`src/io_pkg.sv`:
```
//********************
// Pad widths and payload types
//********************

`default_nettype none

package io_pkg;

   localparam int GPIO_W  = 32;   // Bank width
   localparam int SW_W    = 16;   // Slide switches
   localparam int BTN_W   = 5;    // Push buttons
   localparam int N_BANKS = 2;

   typedef logic [GPIO_W-1:0] gpio_t;
   typedef logic [SW_W-1:0]   sw_t;
   typedef logic [BTN_W-1:0]  btn_t;

endpackage

`default_nettype wire

```
`src/bus_pkg.sv`:
```
//********************
// Register bus widths, address layout and register offsets
//********************

`default_nettype none

package bus_pkg;

   // Bus data width
   localparam int BUS_DW = 32;

   // Word address: bit 2 selects the bank, bits 1..0 the register
   localparam int BUS_AW = 3;

   typedef logic [1:0]        reg_sel_t;
   typedef logic [BUS_DW-1:0] bus_data_t;

   //********************
   // Register offsets within a bank
   //********************
   localparam reg_sel_t REG_IN  = 2'd0;   // Sampled pads, read only
   localparam reg_sel_t REG_OUT = 2'd1;
   localparam reg_sel_t REG_OE  = 2'd2;
   // Offset 3 reads zero

endpackage

`default_nettype wire
```
`src/gpio_subsystem.sv`:
```
//********************
// GPIO subsystem top level
// Two banks, switch and button debouncing, register bus slave
//********************

`default_nettype none
`timescale 1ns/1ps

module gpio_subsystem
   import bus_pkg::*;
   import io_pkg::*;
#(
   parameter int TICK_DIV = 1000,
   parameter int DB_DEPTH = 4
) (
   input  logic                    clk,
   input  logic                    i_rst_n,
   input  logic                    i_bus_cyc,
   input  logic                    i_bus_stb,
   input  logic                    i_bus_we,
   input  logic [BUS_AW-1:0]       i_bus_adr,
   input  bus_data_t               i_bus_dat,
   input  gpio_t [N_BANKS-1:0]     i_gpio,
   input  sw_t                     i_sw,
   input  btn_t                    i_btn,
   output bus_data_t               o_bus_rdt,
   output logic                    o_bus_ack,
   output gpio_t [N_BANKS-1:0]     o_gpio,
   output gpio_t [N_BANKS-1:0]     o_gpio_oe
);

   logic                    tick;
   sw_t                     sw_db;
   btn_t                    btn_db;
   gpio_t [N_BANKS-1:0]     bank_in;
   bus_data_t [N_BANKS-1:0] bank_rdt;
   logic [N_BANKS-1:0]      bank_wr;
   reg_sel_t                reg_sel;
   bus_data_t               wdat;

   //********************
   // Debouncing
   //********************
   debounce_tick #(.TICK_DIV(TICK_DIV)) u_tick (
      .clk     (clk),
      .i_rst_n (i_rst_n),
      .o_tick  (tick)
   );

   debounce_filter #(.payload_t(sw_t), .DB_DEPTH(DB_DEPTH)) u_sw_filter (
      .clk     (clk),
      .i_rst_n (i_rst_n),
      .i_tick  (tick),
      .i_raw   (i_sw),
      .o_db    (sw_db)
   );

   debounce_filter #(.payload_t(btn_t), .DB_DEPTH(DB_DEPTH)) u_btn_filter (
      .clk     (clk),
      .i_rst_n (i_rst_n),
      .i_tick  (tick),
      .i_raw   (i_btn),
      .o_db    (btn_db)
   );

   // Switches on the upper half of bank 0, buttons on the low bits of bank 1
   assign bank_in[0] = {sw_db, i_gpio[0][GPIO_W-SW_W-1:0]};
   assign bank_in[1] = {i_gpio[1][GPIO_W-1:BTN_W], btn_db};

   //********************
   // Banks and bus slave
   //********************
   for (genvar b = 0; b < N_BANKS; b++) begin : g_bank
      gpio_bank u_bank (
         .clk       (clk),
         .i_rst_n   (i_rst_n),
         .i_wr      (bank_wr[b]),
         .i_reg_sel (reg_sel),
         .i_wdat    (wdat),
         .i_pad     (bank_in[b]),
         .o_rdt     (bank_rdt[b]),
         .o_out     (o_gpio[b]),
         .o_oe      (o_gpio_oe[b])
      );
   end

   bus_slave_fsm u_bus_fsm (
      .clk        (clk),
      .i_rst_n    (i_rst_n),
      .i_bus_cyc  (i_bus_cyc),
      .i_bus_stb  (i_bus_stb),
      .i_bus_we   (i_bus_we),
      .i_bus_adr  (i_bus_adr),
      .i_bus_dat  (i_bus_dat),
      .i_bank_rdt (bank_rdt),
      .o_bank_wr  (bank_wr),
      .o_reg_sel  (reg_sel),
      .o_wdat     (wdat),
      .o_bus_rdt  (o_bus_rdt),
      .o_bus_ack  (o_bus_ack)
   );

endmodule

`default_nettype wire

```
`src/bus_slave_fsm.sv`:
```
//********************
// Register bus slave FSM
// Decodes the bank, strobes writes and returns read data with ack
//********************

`default_nettype none
`timescale 1ns/1ps

module bus_slave_fsm
   import bus_pkg::*;
   import io_pkg::*;
(
   input  logic                       clk,
   input  logic                       i_rst_n,
   input  logic                       i_bus_cyc,
   input  logic                       i_bus_stb,
   input  logic                       i_bus_we,
   input  logic [BUS_AW-1:0]          i_bus_adr,
   input  logic [BUS_DW-1:0]          i_bus_dat,
   input  bus_data_t [N_BANKS-1:0]    i_bank_rdt,
   output logic [N_BANKS-1:0]         o_bank_wr,
   output reg_sel_t                   o_reg_sel,
   output bus_data_t                  o_wdat,
   output bus_data_t                  o_bus_rdt,
   output logic                       o_bus_ack
);

   typedef enum logic {IDLE, ACK} state_t;

   state_t state_q;
   logic   accept;
   logic   bank_sel;

   assign accept   = (state_q == IDLE) && i_bus_cyc && i_bus_stb;
   assign bank_sel = i_bus_adr[BUS_AW-1];   // Upper address bit picks the bank

   // Selector and data go straight to the banks so the write
   // lands on the same edge that accepts the request
   assign o_reg_sel = i_bus_adr[1:0];
   assign o_wdat    = i_bus_dat;
   assign o_bank_wr = (accept && i_bus_we) ? (N_BANKS'(1) << bank_sel) : '0;

   assign o_bus_ack = (state_q == ACK);

   always_ff @(posedge clk or negedge i_rst_n) begin
      if (!i_rst_n) begin
         state_q <= IDLE;
      end else begin
         case (state_q)
            IDLE: if (accept) state_q <= ACK;
            ACK:  state_q <= IDLE;   // Single ack cycle
            default: state_q <= IDLE;
         endcase
      end
   end

   // Read word held for the ack cycle
   always_ff @(posedge clk) begin
      if (accept) begin
         o_bus_rdt <= i_bank_rdt[bank_sel];
      end
   end

endmodule

`default_nettype wire

```
`src/gpio_bank.sv`:
```
//********************
// One GPIO bank
// Output, output enable and input sample registers with read mux
//********************

`default_nettype none
`timescale 1ns/1ps

module gpio_bank
   import bus_pkg::*;
   import io_pkg::*;
(
   input  logic      clk,
   input  logic      i_rst_n,
   input  logic      i_wr,
   input  reg_sel_t  i_reg_sel,
   input  bus_data_t i_wdat,
   input  gpio_t     i_pad,
   output bus_data_t o_rdt,
   output gpio_t     o_out,
   output gpio_t     o_oe
);

   gpio_t in_q;

   //********************
   // Writable registers
   //********************
   always_ff @(posedge clk or negedge i_rst_n) begin
      if (!i_rst_n) begin
         o_out <= '0;
         o_oe  <= '0;
      end else if (i_wr) begin
         case (i_reg_sel)
            REG_OUT: o_out <= i_wdat;
            REG_OE:  o_oe  <= i_wdat;
            default: ;   // IN and offset 3 ignore writes
         endcase
      end
   end

   // Pad sample, one cycle behind the pins
   always_ff @(posedge clk) begin
      in_q <= i_pad;
   end

   //********************
   // Read mux
   //********************
   always_comb begin
      case (i_reg_sel)
         REG_IN:  o_rdt = in_q;
         REG_OUT: o_rdt = o_out;
         REG_OE:  o_rdt = o_oe;
         default: o_rdt = '0;
      endcase
   end

endmodule

`default_nettype wire

```
`src/debounce_filter.sv`:
```
//********************
// Per-bit stability filter, sampled on the debounce tick
//********************

`default_nettype none
`timescale 1ns/1ps

module debounce_filter #(
   parameter type payload_t = logic [7:0],
   parameter int  DB_DEPTH  = 4
) (
   input  logic     clk,
   input  logic     i_rst_n,
   input  logic     i_tick,
   input  payload_t i_raw,
   output payload_t o_db
);

   localparam int W     = $bits(payload_t);
   localparam int CNT_W = $clog2(DB_DEPTH + 1);

   logic [W-1:0]     raw_v;
   logic [W-1:0]     db_q;
   logic [CNT_W-1:0] cnt_q [W];   // Consecutive disagreeing ticks

   assign raw_v = i_raw;
   assign o_db  = payload_t'(db_q);

   always_ff @(posedge clk or negedge i_rst_n) begin
      if (!i_rst_n) begin
         db_q <= '0;
         for (int i = 0; i < W; i++) begin
            cnt_q[i] <= '0;
         end
      end else if (i_tick) begin
         for (int i = 0; i < W; i++) begin
            if (raw_v[i] == db_q[i]) begin
               cnt_q[i] <= '0;
            end else if (cnt_q[i] == CNT_W'(DB_DEPTH - 1)) begin
               db_q[i]  <= raw_v[i];   // Stable for DB_DEPTH ticks
               cnt_q[i] <= '0;
            end else begin
               cnt_q[i] <= cnt_q[i] + 1'b1;
            end
         end
      end
   end

endmodule

`default_nettype wire

```
`src/debounce_tick.sv`:
```
//********************
// Debounce sampling tick prescaler
//********************

`default_nettype none
`timescale 1ns/1ps

module debounce_tick #(
   parameter int TICK_DIV = 1000
) (
   input  logic clk,
   input  logic i_rst_n,
   output logic o_tick
);

   localparam int CNT_W = (TICK_DIV > 1) ? $clog2(TICK_DIV) : 1;

   logic [CNT_W-1:0] cnt_q;

   always_ff @(posedge clk or negedge i_rst_n) begin
      if (!i_rst_n) begin
         cnt_q  <= '0;
         o_tick <= 1'b0;
      end else if (cnt_q == CNT_W'(TICK_DIV - 1)) begin
         cnt_q  <= '0;
         o_tick <= 1'b1;   // One pulse per wrap
      end else begin
         cnt_q  <= cnt_q + 1'b1;
         o_tick <= 1'b0;
      end
   end

endmodule

`default_nettype wire

```
`config.mk`:
```
export PLATFORM = sky130hd
export DESIGN_NAME = gpio_subsystem
export DESIGN_NICKNAME = d
export VERILOG_FILES = /design/src/io_pkg.sv /design/src/bus_pkg.sv /design/src/gpio_subsystem.sv /design/src/bus_slave_fsm.sv /design/src/gpio_bank.sv /design/src/debounce_filter.sv /design/src/debounce_tick.sv
export SDC_FILE = /design/constraint.sdc
export NUM_CORES = 1
export LEC_CHECK = 0
export BUFFER_PORTS_ARGS = -buffer_cell sky130_fd_sc_hd__buf_2
export CORE_ASPECT_RATIO = 1.4
export CORE_MARGIN = 5
export CORE_UTILIZATION = 35
export DETAILED_ROUTE_END_ITERATION = 8
export HOLD_SLACK_MARGIN = 0.03
export PLACE_DENSITY = 0.56
export SLEW_MARGIN = 20
export SYNTH_ARGS = -nofsm -noshare
export SYNTH_HDL_FRONTEND = slang
export SYNTH_SLANG_ARGS = --single-unit
```
`constraint.sdc`:
```
create_clock -name clk -period 2.4 [get_ports clk]
set_input_delay 0.48 -clock clk [delete_from_list [all_inputs] [get_ports clk]]
set_output_delay 0.48 -clock clk [all_outputs]
set_load 0.01 [all_outputs]
```
==> out/metrics.cfg <==
[run_status]
status = finished, final reports clean

[detailed_routing]
dr.pass1.iters = 5
dr.max_layer_used = met5
routed_via_density = 4.950
drcViolationCount = 0
met1_length_um = 14850
avgRoutedWirePerCell_um = 18.80
met3_length_um = 2367
wirelength_um = 36520
routed-via-count = 9618
drtIter0Drc = 494
dr_wl_met2_um = 18210
ant_nets = 0

[sta]
rsz0062_at_grt = false
max_freq_mhz = 552.1
setup_viol = 0
timing.setup.tns_ns = 0
min_period_ns = 1.811
final.setup.worst_slack_ns = 0.5887
finalClockSkew_ns = 0.01295
hold_viol_final = 0
tightest_slew_ns = 0.6404
slew_violations = 0
relSlewSlack = 0.5731
fin_crit_sh = 0.7547

[floorplanning]
row_count = 85
start_util = 0.3531
fp.dieArea_um2 = 42710
dieWidth_um = 176.1
core_area_um2 = 38290
io_pins = 286
die_height_um = 242.5

[yosys]
synth_flop_cell = dfrtp_1
synthCells = 1175
syn_avg_cell_area_um2 = 11.51
synth_warnings = 0
synth-seq-cells = 320
async_flop_share = 0.7000
synth_cell_types = 45
syn_area_um2 = 13520
syn_nets = 1322
synth_edf_count = 32
ys_seq_area_frac = 0.5805

[final_layout]
drive_gt1_frac = 0.3192
multi_input_area_um2 = 5011
nFillCells = 3653
regArea_um2 = 7851
syn2layout_area_growth_pct = 23.20
nets = 1584

[worst_setup_path]
endpoint_kind = register
r2r_slack_ns = 0.59
crit_slowest_cell = dfrtp_1
max_stage_delay_ns = 0.43
startpoint_type = register
critPathRequiredTime_ns = 2.80
cp_max_fo = 13
crit_chain = nand4b_4, nor3b_4, buf_4, mux2_2
cp.buffers_inverters = 1
crit_family = simple AND/OR/NAND/NOR gates
arrival_ns = 2.21
worst-setup-path-type = register to register

[power_and_ir_drop]
max-vdd-ir-drop_mv = 0.3647
powerDensity_nw_per_um2 = 818.9
leakagePower_nw = 8.034
power_mw = 13.64

[global_routing]
antenna_found_initial = 4
grt_pass1_wl_um = 57220
overflow = 0
grt_max_degree = 85
grt.total_usage = 0.1684
grt_pass1_vias = 9817

[placement]
place_hpwl_um = 25430
portBuffers = 264
gp_congestion = 0.7578
place_ws_ns = 0.3580

[clock_network]
htree_levels = 2
cts_tree = built
cts_post_setup_buffers_inserted = 0
numCtsBuffers = 35
clk_pin_slew_worst_paths_ns = 0.06
clock_path_buffers = 3
clkLatencyLatePin_ns = 0.51
numClockSinks = 320
cts-root-buf = clkbuf_16

[job]
drv_cap = 0

[worst_hold_path]
min_path_type = input port to register

routing by layer:
layer	global-route usage	vias up
met5	0	-
met4	0.05668	2
met3	0.04496	56
met2	0.2879	225
met1	0.2053	4728
li1	-	4607
stage by stage:
stage | std cells | area (um2) | hold slack, ns | utilization
2_1_floorplan | 1175 | 13520 | 0.1844 | -
3_3_place_gp | 1877 | 15520 | 0.3908 | 0.4055
3_5_place_dp | 1877 | 15520 | 0.3970 | 0.4055
4_1_cts | 1941 | 16650 | 0.03429 | 0.4349
5_1_grt | 1941 | 16650 | 0.03302 | 0.4349
6_report | 1943 | 16660 | 0.06451 | 0.4350
kinds of logic after synthesis:
| family | Yosys count | share of synthesized area |
|---|---|---|
| flip-flops | 320 | 0.5805 |
| AO/OA/AOI/OAI | 249 | 0.1181 |
| AND/OR/NAND/NOR | 246 | 0.09348 |
| adder cells (fa/ha/maj) | 22 | 0.02036 |
| multiplexers | 149 | 0.1211 |
| XOR/XNOR | 26 | 0.01684 |
| buffers and inverters | 163 | 0.04961 |
layout by cell type, fill, tap and decap left out, types with 2 or more instances in the layout:
cell type | netlist | layout
buf_2 | 22 | 260
dfrtp_1 | 224 | 223
mux2_2 | 116 | 116
inv_1 | 93 | 93
nor2_1 | 88 | 87
o21ai_0 | 84 | 84
dfxtp_1 | 64 | 64
nand2_1 | 57 | 56
nand3b_1 | 51 | 51
a21oi_1 | 38 | 38
clkbuf_16 | 0 | 37
mux2i_1 | 32 | 32
edfxtp_1 | 32 | 32
o211ai_1 | 29 | 29
o211a_1 | 29 | 29
nand3_1 | 26 | 26
o22ai_1 | 25 | 25
xnor2_1 | 22 | 22
ha_1 | 22 | 22
buf_4 | 2 | 21
o21a_1 | 17 | 17
a21o_1 | 17 | 17
clkbuf_1 | 38 | 13
buf_12 | 0 | 12
and2_1 | 5 | 5
o21ai_1 | 5 | 5
clkbuf_8 | 0 | 5
xor2_1 | 4 | 4
nand2b_1 | 4 | 4
clkinv_2 | 0 | 4
a2bb2oi_1 | 3 | 3
and3_1 | 3 | 3
diode_2 | 0 | 2
nor2b_1 | 2 | 2
clkinvlp_4 | 0 | 2
synthesized netlist by cell type (25+ instances only):
cell type | instances | share of area
o21ai_0 | 84 | 0.031
o22ai_1 | 25 | 0.012
o211a_1 | 29 | 0.021
nor2_1 | 88 | 0.024
mux2_2 | 116 | 0.097
mux2i_1 | 32 | 0.024
clkbuf_1 | 38 | 0.011
dfrtp_1 | 224 | 0.41
edfxtp_1 | 32 | 0.071
nand3_1 | 26 | 0.0096
dfxtp_1 | 64 | 0.095
nand2_1 | 57 | 0.016
o211ai_1 | 29 | 0.016
a21oi_1 | 38 | 0.014
nand3b_1 | 51 | 0.028
inv_1 | 93 | 0.026
power breakdown:
| group | internal (mW) | switching [mW] |
|---|---|---|
| logic | 0.917 | 1.11 |
| registers | 6.01 | 0.351 |
| clock network | 3.10 | 2.15 |
worst reg2reg max path: cells and delay by family (launching register included):
| family | cells | cell delay [ns] |
|---|---|---|
| and+or+nand+nor | 2 | 0.57 |
| DFF | 1 | 0.43 |
| buffers and inverters | 1 | 0.31 |
| muxes | 1 | 0.39 |
final timing paths:
path                                      start                   endpoint  cells after the start
max                         u_bus_fsm.o_bus_ack  g_bank[0].u_bank.o_oe[21]                      4
min reg2reg                u_sw_filter.o_db[14]  g_bank[0].u_bank.in_q[30]                      0
min                                  i_gpio[58]  g_bank[1].u_bank.in_q[26]                      1
max reg2reg                 u_bus_fsm.o_bus_ack  g_bank[0].u_bank.o_oe[21]                      4
min in group asynchronous               i_rst_n     u_btn_filter.cnt_q[13]                      2
max in group asynchronous               i_rst_n   g_bank[1].u_bank.o_oe[9]                      3
sequential cells by signal (all words and copies together), names as in the netlist:
register / count
g_bank.u_bank.in_q: 64
g_bank.u_bank.o_oe: 64
g_bank.u_bank.o_out: 64
u_sw_filter.cnt_q: 48
u_bus_fsm.o_bus_rdt: 32
u_sw_filter.o_db: 16
u_btn_filter.cnt_q: 15
u_tick.cnt_q: 10
u_btn_filter.o_db: 5
u_bus_fsm.o_bus_ack: 1
u_tick.o_tick: 1
cell type report:
class / count / area share
Clock inverter: 8 / 0.004432
Inverter: 93 / 0.02096
Clock buffer: 55 / 0.06265
Multi-Input combinational cell: 692 / 0.3009
Antenna cell: 2 / 0.0003005
Sequential cell: 320 / 0.4714
Timing Repair Buffer: 295 / 0.1035
Tap cell: 478 / 0.03591
repair_timing:
action                    in CTS  in global routing
gates resized for setup        0                  0
hold endpoints to repair      63                  0
hold buffers                   1                  0
Note: power is estimated with default switching activity, not from simulation.
